## src/design/fixed_fmt_pkg.sv

```systemverilog
`default_nettype none

package fixed_fmt_pkg;

    // unsigned Q1.20, bit 20 weighs 1.0
    typedef logic [20:0] fixed_t;

    // full Q2.40 product of two fixed_t values
    typedef logic [41:0] product_t;

    localparam int FRAC_BITS = 20;

    localparam fixed_t FIXED_ONE = 21'h10_0000;

    // stage 1 output, both operands in fixed point
    typedef struct packed {
        logic   valid;
        fixed_t a;
        fixed_t b;
        logic   out_of_range;
    } fixed_pair_t;

    // stage 2 output, truncated product
    typedef struct packed {
        logic   valid;
        fixed_t product;
        logic   out_of_range;
    } fixed_result_t;

endpackage

`default_nettype wire

```

## src/design/float_fmt_pkg.sv

```systemverilog
`default_nettype none

package float_fmt_pkg;

    // one IEEE-754 single-precision word
    typedef logic [31:0] float_word_t;

    // biased exponent field
    typedef logic [7:0] float_exp_t;

    // stored significand, hidden one not included
    typedef logic [22:0] float_mant_t;

    // exponent of 1.0
    localparam float_exp_t EXP_BIAS = 8'd127;

endpackage

`default_nettype wire

```

## src/design/fixed_multiplier.sv

```systemverilog
`default_nettype none

module fixed_multiplier (
    input  logic                          clk,
    input  logic                          reset,
    input  fixed_fmt_pkg::fixed_pair_t    pair,
    output fixed_fmt_pkg::fixed_result_t  result
);

    fixed_fmt_pkg::product_t full_product;

    assign full_product = pair.a * pair.b;

    always_ff @(posedge clk) begin
        // Q2.40 back to Q1.20 by dropping the low fraction bits
        result.product <= full_product[fixed_fmt_pkg::FRAC_BITS +:
                                       $bits(fixed_fmt_pkg::fixed_t)];
        if (reset) begin
            result.valid        <= 1'b0;
            result.out_of_range <= 1'b0;
        end else begin
            result.valid        <= pair.valid;
            result.out_of_range <= pair.out_of_range;
        end
    end

    // operands are at most 1.0, so the product is too
    a_product_bounded: assert property (@(posedge clk) disable iff (reset)
        result.valid |-> (result.product <= fixed_fmt_pkg::FIXED_ONE));

endmodule

`default_nettype wire

```

## src/design/fixed_to_float.sv

```systemverilog
`default_nettype none

module fixed_to_float (
    input  logic                          clk,
    input  logic                          reset,
    input  fixed_fmt_pkg::fixed_result_t  result,
    output logic                          out_valid,
    output float_fmt_pkg::float_word_t    out_result,
    output fixed_fmt_pkg::fixed_t         out_fixed,
    output logic                          out_range
);

    localparam int PAD_BITS = 32 - $bits(fixed_fmt_pkg::fixed_t);

    logic [31:0] padded;
    logic [4:0]  lead_index;
    logic        lead_found;

    // bit 20 of the fixed value lands on bit 31
    assign padded = {result.product, PAD_BITS'(0)};

    leading_one_encoder leading_one_encoder_i (
        .value (padded),
        .index (lead_index),
        .found (lead_found)
    );

    fixed_fmt_pkg::fixed_t      normalized;
    float_fmt_pkg::float_exp_t  exponent;
    float_fmt_pkg::float_mant_t mantissa;
    float_fmt_pkg::float_word_t word;

    always_comb begin
        normalized = result.product << lead_index;
        exponent   = float_fmt_pkg::EXP_BIAS - float_fmt_pkg::float_exp_t'(lead_index);
        // hidden one dropped, rest left aligned
        mantissa   = {normalized[fixed_fmt_pkg::FRAC_BITS-1:0],
                      ($bits(float_fmt_pkg::float_mant_t) - fixed_fmt_pkg::FRAC_BITS)'(0)};
        if (lead_found) begin
            word = {1'b0, exponent, mantissa};
        end else begin
            word = '0;
        end
    end

    always_ff @(posedge clk) begin
        out_result <= word;
        out_fixed  <= result.product;
        if (reset) begin
            out_valid <= 1'b0;
            out_range <= 1'b0;
        end else begin
            out_valid <= result.valid;
            out_range <= result.out_of_range;
        end
    end

    // the encoder misses a one only when the product is zero
    a_zero_when_not_found: assert property (@(posedge clk) disable iff (reset)
        (result.valid && !lead_found) |-> (result.product == '0));

endmodule

`default_nettype wire

```

## src/design/float_to_fixed.sv

```systemverilog
`default_nettype none

module float_to_fixed (
    input  logic                        clk,
    input  logic                        reset,
    input  logic                        in_valid,
    input  float_fmt_pkg::float_word_t  in_a,
    input  float_fmt_pkg::float_word_t  in_b,
    output fixed_fmt_pkg::fixed_pair_t  pair
);

    typedef struct packed {
        logic                   flag;
        fixed_fmt_pkg::fixed_t  value;
    } operand_t;

    // negative, above 1.0, nan and inf all saturate to 1.0
    function automatic operand_t convert_operand(input float_fmt_pkg::float_word_t word);
        logic                       sign;
        float_fmt_pkg::float_exp_t  exponent;
        float_fmt_pkg::float_mant_t mantissa;
        float_fmt_pkg::float_exp_t  shift;
        operand_t                   op;
        sign     = word[31];
        exponent = word[30:23];
        mantissa = word[22:0];
        shift    = float_fmt_pkg::EXP_BIAS - exponent;
        if (sign || (exponent > float_fmt_pkg::EXP_BIAS) ||
            ((exponent == float_fmt_pkg::EXP_BIAS) && (mantissa != '0))) begin
            op.flag  = 1'b1;
            op.value = fixed_fmt_pkg::FIXED_ONE;
        end else begin
            op.flag = 1'b0;
            // shifts past the hidden one leave nothing, exponent 0 included
            if (shift >= float_fmt_pkg::float_exp_t'($bits(fixed_fmt_pkg::fixed_t))) begin
                op.value = '0;
            end else begin
                op.value = {1'b1, mantissa[$bits(mantissa)-1 -: fixed_fmt_pkg::FRAC_BITS]}
                           >> shift;
            end
        end
        return op;
    endfunction

    operand_t op_a;
    operand_t op_b;

    assign op_a = convert_operand(in_a);
    assign op_b = convert_operand(in_b);

    always_ff @(posedge clk) begin
        pair.a <= op_a.value;
        pair.b <= op_b.value;
        if (reset) begin
            pair.valid        <= 1'b0;
            pair.out_of_range <= 1'b0;
        end else begin
            pair.valid        <= in_valid;
            pair.out_of_range <= in_valid & (op_a.flag | op_b.flag);
        end
    end

    // a flagged item must carry at least one saturated operand
    a_range_saturates: assert property (@(posedge clk) disable iff (reset)
        pair.out_of_range |->
            (pair.a == fixed_fmt_pkg::FIXED_ONE) || (pair.b == fixed_fmt_pkg::FIXED_ONE));

endmodule

`default_nettype wire

```

## src/design/leading_one_encoder.sv

```systemverilog
`default_nettype none

module leading_one_encoder (
    input  logic [31:0] value,
    output logic [4:0]  index,
    output logic        found
);

    // 4-input priority encoder, bit 3 wins, returns {hit, position}
    function automatic logic [2:0] encode4(input logic [3:0] nibble);
        logic [1:0] pos;
        if (nibble[3]) begin
            pos = 2'd0;
        end else if (nibble[2]) begin
            pos = 2'd1;
        end else if (nibble[1]) begin
            pos = 2'd2;
        end else begin
            pos = 2'd3;
        end
        return {|nibble, pos};
    endfunction

    // group 0 holds the top four bits
    logic [0:7] group_hit;
    logic [1:0] group_pos [8];

    for (genvar g = 0; g < 8; g++) begin : g_group
        assign {group_hit[g], group_pos[g]} = encode4(value[31 - 4*g -: 4]);
    end

    // second level over the group hits, two halves of four
    logic [1:0] half_hit;
    logic [1:0] half_pos [2];

    for (genvar h = 0; h < 2; h++) begin : g_half
        assign {half_hit[h], half_pos[h]} = encode4(group_hit[4*h +: 4]);
    end

    logic [2:0] group_idx;
    logic [1:0] low_pos;

    assign found     = |half_hit;
    assign group_idx = half_hit[0] ? {1'b0, half_pos[0]} : {1'b1, half_pos[1]};

    always_comb begin
        case (group_idx)
            3'd0: low_pos = group_pos[0];
            3'd1: low_pos = group_pos[1];
            3'd2: low_pos = group_pos[2];
            3'd3: low_pos = group_pos[3];
            3'd4: low_pos = group_pos[4];
            3'd5: low_pos = group_pos[5];
            3'd6: low_pos = group_pos[6];
            3'd7: low_pos = group_pos[7];
            default: low_pos = 2'd0;
        endcase
        index = {group_idx, low_pos};
    end

endmodule

`default_nettype wire

```

## src/design/prob_multiplier.sv

```systemverilog
`default_nettype none

module prob_multiplier (
    input  logic                        clk,
    input  logic                        reset,
    input  logic                        in_valid,
    input  float_fmt_pkg::float_word_t  in_a,
    input  float_fmt_pkg::float_word_t  in_b,
    output logic                        out_valid,
    output float_fmt_pkg::float_word_t  out_result,
    output fixed_fmt_pkg::fixed_t       out_fixed,
    output logic                        out_range
);

    fixed_fmt_pkg::fixed_pair_t   pair;
    fixed_fmt_pkg::fixed_result_t result;

    // stage 1, float to Q1.20
    float_to_fixed float_to_fixed_i (
        .clk      (clk),
        .reset    (reset),
        .in_valid (in_valid),
        .in_a     (in_a),
        .in_b     (in_b),
        .pair     (pair)
    );

    // stage 2, fixed point multiply
    fixed_multiplier fixed_multiplier_i (
        .clk    (clk),
        .reset  (reset),
        .pair   (pair),
        .result (result)
    );

    // stage 3, back to single precision
    fixed_to_float fixed_to_float_i (
        .clk        (clk),
        .reset      (reset),
        .result     (result),
        .out_valid  (out_valid),
        .out_result (out_result),
        .out_fixed  (out_fixed),
        .out_range  (out_range)
    );

endmodule

`default_nettype wire

```

## config.mk

```make
export PLATFORM = sky130hd
export DESIGN_NAME = prob_multiplier
export DESIGN_NICKNAME = d
export VERILOG_FILES = /design/src/design/fixed_fmt_pkg.sv /design/src/design/float_fmt_pkg.sv /design/src/design/fixed_multiplier.sv /design/src/design/fixed_to_float.sv /design/src/design/float_to_fixed.sv /design/src/design/leading_one_encoder.sv /design/src/design/prob_multiplier.sv
export SDC_FILE = /design/constraint.sdc
export NUM_CORES = 1
export LEC_CHECK = 0
export BUFFER_PORTS_ARGS = -buffer_cell sky130_fd_sc_hd__buf_2
export CAP_MARGIN = 20
export CORE_MARGIN = 2
export CORE_UTILIZATION = 50
export CTS_CLUSTER_SIZE = 30
export DETAILED_ROUTE_END_ITERATION = 10
export PLACE_DENSITY = 0.66
export SYNTH_ARGS = -nofsm -noshare
export SYNTH_HDL_FRONTEND = slang
export SYNTH_SLANG_ARGS = --single-unit
```

## constraint.sdc

```tcl
create_clock -name clk -period 9.2 [get_ports clk]
set_clock_uncertainty 0.2 [all_clocks]
set_input_delay 1.84 -clock clk [delete_from_list [all_inputs] [get_ports clk]]
set_output_delay 1.84 -clock clk [all_outputs]
set_load 0.02 [all_outputs]
```

Word level (Yosys, flattened, before mapping)

Index checks and enable logic that the tools add are counted.

Register bits after elaboration: 122
Output and inout port bits: 55

$add $sub $neg: 3
$mul: 1
Magnitude comparators: 4
Eq/ne operators: 9
Shifts and indexed selects: 3
Mux-type cells: 27
Bitwise operators: 2
Reduce and logical (&&, ||, !) cells: 18

Operators by type and width:

| operator                                                               | number |
|---|---|
| 23-bit nonzero test                                                    | 2 |
| 22-bit 2-to-1 mux                                                      | 2 |
| 21-bit 2-to-1 mux                                                      | 2 |
| 21-bit by 8-bit right shift with 21-bit output                         | 2 |
| 21-bit by 21-bit multiplier with 41-bit output                         | 1 |
| 2-bit 2-to-1 mux                                                       | 15 |
| 21-bit OR reduction                                                    | 1 |
| 21-bit by 5-bit left shift with 20-bit output                          | 1 |
| 8-bit by 7-bit equality test with 1-bit output (second input constant) | 2 |
| 8-bit by 5-bit >= comparator with 1-bit output (second input constant) | 2 |
| 8-bit by 7-bit > comparator with 1-bit output (second input constant)  | 2 |
| 16-bit OR reduction                                                    | 1 |
| 4-bit OR reduction                                                     | 4 |
| 7-bit by 8-bit subtractor with 8-bit output (first input constant)     | 2 |
| 2-bit case mux with 7 select lines                                     | 1 |
| 3-bit equality test (second input constant)                            | 4 |
| 7-bit by 5-bit subtractor with 8-bit output (first input constant)     | 1 |
| 3-bit by 2-bit equality test with 1-bit output (second input constant) | 2 |
| 1-bit 2-to-1 mux                                                       | 6 |
| 2-bit OR reduction                                                     | 3 |
| 1-bit logical OR                                                       | 4 |
| 3-bit by 1-bit equality test with 1-bit output (second input constant) | 1 |
| 3-bit zero test                                                        | 1 |
| 3-bit 2-to-1 mux                                                       | 1 |
| 3 further kinds                                                        | 4 |

Longest topological paths before layout

Depth after elaboration: 9
Depth in mapped cells: 26
Gate-level depth less buffers: 25

By module

Synthesis repeated with hierarchy kept, for this count alone.

Cells, all modules: 2243
Area, all modules: 20395.8 µm²

Modules (own cells, without submodules):

| module              | times used | cells an instance | area an instance (µm²) | seq. area each (µm²) |
|---|---|---|---|---|
| fixed_multiplier    | 1          | 1610              | 14636.5                | 460.4 |
| float_to_fixed      | 1          | 390               | 3333.2                 | 880.8 |
| fixed_to_float      | 1          | 183               | 2054.5                 | 980.9 |
| leading_one_encoder | 1          | 60                | 371.6                  | 0.0 |

Worst setup path before layout

No wires, ideal clock.

Kind: reg2reg
Start point: reg, netlist name float_to_fixed_i.pair[7]
End point: reg, netlist name fixed_multiplier_i.result[7]
Setup time: 0.072 ns
Arrival time: 6.207 ns
Data required time: 8.928 ns
Setup slack: 2.720 ns
Stages on the path, launching flop included: 23
Cells stage by stage: dfxtp_1 -> clkbuf_1 -> and2_1 -> fa_1 -> inv_1 -> fa_1 -> fa_1 -> inv_1 -> fa_1 -> fa_1 -> fa_1 -> inv_1 -> fa_1 -> inv_1 -> ha_1 -> a21oi_1 -> nand3_1 -> a2111o_1 -> a31oi_1 -> o21ai_0 -> a31o_2 -> a21oi_1 -> xnor2_1

Longest elaborated chain between the ends: 1

RTL lines:

| what                                           | RTL line               | text |
|---|---|---|
| 21-bit by 21-bit multiplier with 41-bit output | fixed_multiplier.sv:12 | `assign full_product = pair.a * pair.b;` |
| net fixed_multiplier_i.full_product[26]        | fixed_multiplier.sv:10 | `fixed_fmt_pkg::product_t full_product;` |

The timed path passes the listed nets, and every way through them passes these cells.
A chain may end at the register's enable or synchronous reset.

Final worst setup path

Start point: reg, netlist name float_to_fixed_i.pair[35]
End point: reg, netlist name fixed_multiplier_i.result[21]

Longest elaborated chain between the ends: 1

RTL lines:

| what                                           | RTL line |
|---|---|
| 21-bit by 21-bit multiplier with 41-bit output | fixed_multiplier.sv:12 |
| net fixed_multiplier_i.full_product[40]        | fixed_multiplier.sv:10 |

The timed path passes the listed nets, and every way through them passes these cells.

==> impl_metrics.env <==
export IMPL_drt_pass1_iter_count=5
export IMPL_layout_drive_gt1_share_pct=8.92
export IMPL_layout_core_utilization_pct=54.3
export IMPL_clk_pin_slew_ns=0.07
export IMPL_clock_network_latency_to_the_later_pin_of_the_worst_skew_pair_ns=0.45
export IMPL_clock_tree_htree_level_count=4
export IMPL_initial_core_utilization_pct=50.8
export IMPL_report_final_slew_viol_count=0
export IMPL_areaGrowthSynthToFinish_pct=6.87
export IMPL_final_design_area_no_fill_mm2=0.0210
export IMPL_cts_buffers=17
export IMPL_ir_worst_vdd_uv=116
export IMPL_cts_resized_gates=0
export IMPL_fp_dieArea_mm2=0.0408
export IMPL_final_setup_tns_ns=0
export IMPL_postSynthCellCount=2218
export IMPL_drc=0
export IMPL_finalPower_mw=1.40
export IMPL_area_taken_by_multi_input_logic_gates_mm2=0.0152
export IMPL_drt_antenna_violating_nets=0
export IMPL_grt_start_max_net_pins=29
export IMPL_finalHoldViolCount=0
export IMPL_rsz_0062_raised_after_global_routing="no"
export IMPL_ys_top_cells_by_area="sky130_fd_sc_hd__fa_1, sky130_fd_sc_hd__dfxtp_1, sky130_fd_sc_hd__ha_1"
export IMPL_synth_enable_flop_cells=0
export IMPL_fraction_of_synthesized_cell_area_taken_by_the_top_area_cell_type_pct=36.3
export IMPL_detailedPlacementHpwl_mm=38.5
export IMPL_hold_slack_ns=0.236
export IMPL_register_area_mm2=0.00232
export IMPL_cts_tree="built"
export IMPL_grt_pass1_wl_mm=81.9
export IMPL_synth_cell_type_count=74
export IMPL_grt_pass1_vias=15571
export IMPL_insertedDiodeCount=0
export IMPL_ys_async_sr_fraction_pct=0
export IMPL_status="finished clean"
export IMPL_drt_total_wl_mm=48.9
export IMPL_slew_headroom_pct=26.5
export IMPL_leakage_power_summed_over_all_cells_nw=10.6
export IMPL_synth_yosys_warnings=0
export IMPL_syn_cell_area_mm2=0.0196
export IMPL_number_of_standard_cell_rows_in_the_floorplan=72
export IMPL_antenna_found_initial=0
export IMPL_routabilityCongestion=0.871
export IMPL_final_min_period_over_clock_period_pct=82.7
export IMPL_sequential_element_share_of_the_synthesized_area_pct=11.8
export IMPL_width_of_the_die_um=202
export IMPL_cts_setup_buffers=0
export IMPL_synthesized_area_per_cell_um2=8.85
export IMPL_detail_route_vias_per_cell=5.44
export IMPL_layout_common_cells="sky130_fd_sc_hd__inv_1, sky130_fd_sc_hd__fa_1, sky130_fd_sc_hd__nand2_1"
export IMPL_post_layout_nonfiller_instances=2759
export IMPL_worstPathMaxFanout=21
export IMPL_io_pins=122
export IMPL_yosys_area_top_type="sky130_fd_sc_hd__fa_1"
export IMPL_grt_overflow_total=0
export IMPL_avgRoutedWirePerCell_um=17.7
export IMPL_fmax_mhz=131
export IMPL_placement_setup_worst_slack_ns=1.58
export IMPL_power_density_mw_per_mm2=66.9
export IMPL_hold_buffers=0
export IMPL_cp_arrival_ns=7.73
export IMPL_timing_critical_path_from_type="flip-flop"
export IMPL_core_area_mm2=0.0386
export IMPL_drt_iter0_drc=1130
export IMPL_clock_sinks=116
export IMPL_cts_root_to_sink_buffers=2
export IMPL_count_of_nets_after_finishing=2795
export IMPL_fin_ws_ns=1.59
export IMPL_critPathRequiredTime_ns=9.32
export IMPL_worstSetupEndpointType="flip-flop"
export IMPL_postSynthRegisterBits=116
export IMPL_timing_worst_setup_path_type="reg2reg"
export IMPL_tightest_slew_ns=1.09
export IMPL_final_period_minus_worst_setup_slack_ns=7.61
export IMPL_setup_viol_count_final=0
export IMPL_placement_cell_area_mm2=0.0203
export IMPL_synth_top_flop_cell="sky130_fd_sc_hd__dfxtp_1"
export IMPL_grt_util_all_layers_pct=25.3
export IMPL_timing_max_cap_violations=0
export IMPL_routed_via_count=14998
export IMPL_cts_root_buf="sky130_fd_sc_hd__clkbuf_16"
export IMPL_portBuffers=116
export IMPL_layout_cells_most_common="sky130_fd_sc_hd__inv_1"
export IMPL_die_height_um=202
export IMPL_min_path_type="reg2reg"
export IMPL_count_of_fill_cells_added_during_filler_insertion=3554
export IMPL_placedCellCount=2727
## layer usage
layer	vias up	share of wire, %	GRT usage, %
met5	-	0	0
met4	0	1.4	5.21
met3	51	7.5	4.22
met2	561	46	40.9
met1	7521	45	36.0
li1	6865	-	-
## worst max-delay path, cell delays in order, from the launching register on
cell	delay (ns)
sky130_fd_sc_hd__dfxtp_1	1.01
sky130_fd_sc_hd__and2_1	0.26
sky130_fd_sc_hd__fa_1	0.44
sky130_fd_sc_hd__fa_1	0.51
sky130_fd_sc_hd__inv_1	0.05
sky130_fd_sc_hd__fa_1	0.48
sky130_fd_sc_hd__inv_1	0.06
sky130_fd_sc_hd__fa_1	0.49
sky130_fd_sc_hd__fa_1	0.51
sky130_fd_sc_hd__fa_1	0.49
sky130_fd_sc_hd__inv_1	0.05
sky130_fd_sc_hd__fa_1	0.49
sky130_fd_sc_hd__inv_1	0.04
sky130_fd_sc_hd__ha_1	0.31
sky130_fd_sc_hd__a21oi_1	0.12
sky130_fd_sc_hd__nand3_1	0.11
sky130_fd_sc_hd__o211ai_1	0.10
sky130_fd_sc_hd__a31oi_1	0.48
sky130_fd_sc_hd__nand4_1	0.41
sky130_fd_sc_hd__and3b_1	0.33
sky130_fd_sc_hd__nor2b_1	0.22
sky130_fd_sc_hd__a31oi_1	0.15
sky130_fd_sc_hd__xnor2_1	0.15
## where the power goes
group          internal (mW)  switching, mW
sequential             0.511        0.00633
clock                  0.433          0.281
combinational         0.0636          0.109
total                   1.01          0.396
## flip-flops by register name (all words and copies together), names as in the netlist
signal,count
fixed_to_float_i.out_result,26
fixed_multiplier_i.result,23
fixed_to_float_i.out_valid,1
fixed_to_float_i.out_fixed,21
fixed_to_float_i.out_range,1
float_to_fixed_i.pair,44
## cell families (layout without fill, tap and decap cells)
| group | count (synthesis) | after routing | share of synthesized area (%) |
|---|---|---|---|
| flip-flops | 116 | 116 | 11.8 |
| other | 1 | 5 | 0.0191 |
| adder cells (fa/ha/maj) | 500 | 500 | 45.5 |
| AND/OR/NAND/NOR | 732 | 732 | 18.6 |
| multiplexers | 72 | 72 | 4.59 |
| buffers and inverters | 552 | 571 | 10.8 |
| AO/OA/AOI/OAI | 218 | 218 | 7.41 |
| XOR/XNOR | 27 | 27 | 1.21 |
## final timing paths
| check | slack, ns | start | depth (start not counted) | end |
|---|---|---|---|---|
| setup / recovery | 1.59 | float_to_fixed_i.pair[35]$_SDFF_PP0_ | 22 | fixed_multiplier_i.result[21]$_DFF_P_ |
| hold / removal | 0.24 | fixed_multiplier_i.result[2]$_DFF_P_ | 0 | fixed_to_float_i.out_fixed[1]$_DFF_P_ |
| setup reg to reg | 1.59 | float_to_fixed_i.pair[35]$_SDFF_PP0_ | 22 | fixed_multiplier_i.result[21]$_DFF_P_ |
| hold reg to reg | 0.24 | fixed_multiplier_i.result[2]$_DFF_P_ | 0 | fixed_to_float_i.out_fixed[1]$_DFF_P_ |
## layout make-up
class	count	area share, %
clock buffer	17	2.03
clock inverter	15	0.937
inverter	418	7.51
multi-input combinational	1554	72.4
sequential	116	11.1
tap	518	3.09
timing repair buffer	121	2.95
## synthesized netlist by cell type, types with 7 or more instances
library cell	count
sky130_fd_sc_hd__a211oi_1	28
sky130_fd_sc_hd__a21o_1	8
sky130_fd_sc_hd__a21oi_1	57
sky130_fd_sc_hd__a22oi_1	14
sky130_fd_sc_hd__a31oi_1	14
sky130_fd_sc_hd__and2_1	251
sky130_fd_sc_hd__buf_1	7
sky130_fd_sc_hd__clkbuf_1	115
sky130_fd_sc_hd__dfxtp_1	116
sky130_fd_sc_hd__fa_1	356
sky130_fd_sc_hd__ha_1	144
sky130_fd_sc_hd__inv_1	415
sky130_fd_sc_hd__mux2_2	13
sky130_fd_sc_hd__mux2i_1	45
sky130_fd_sc_hd__mux4_2	13
sky130_fd_sc_hd__nand2_1	278
sky130_fd_sc_hd__nand2b_1	9
sky130_fd_sc_hd__nand3_1	24
sky130_fd_sc_hd__nand4_1	10
sky130_fd_sc_hd__nor2_1	86
sky130_fd_sc_hd__nor2b_1	18
sky130_fd_sc_hd__nor3_1	16
sky130_fd_sc_hd__nor4_1	14
sky130_fd_sc_hd__o211ai_1	11
sky130_fd_sc_hd__o21ai_0	35
sky130_fd_sc_hd__o22ai_1	9
sky130_fd_sc_hd__xnor2_1	20
sky130_fd_sc_hd__xor2_1	7
Power figures use the tool's default switching activity.
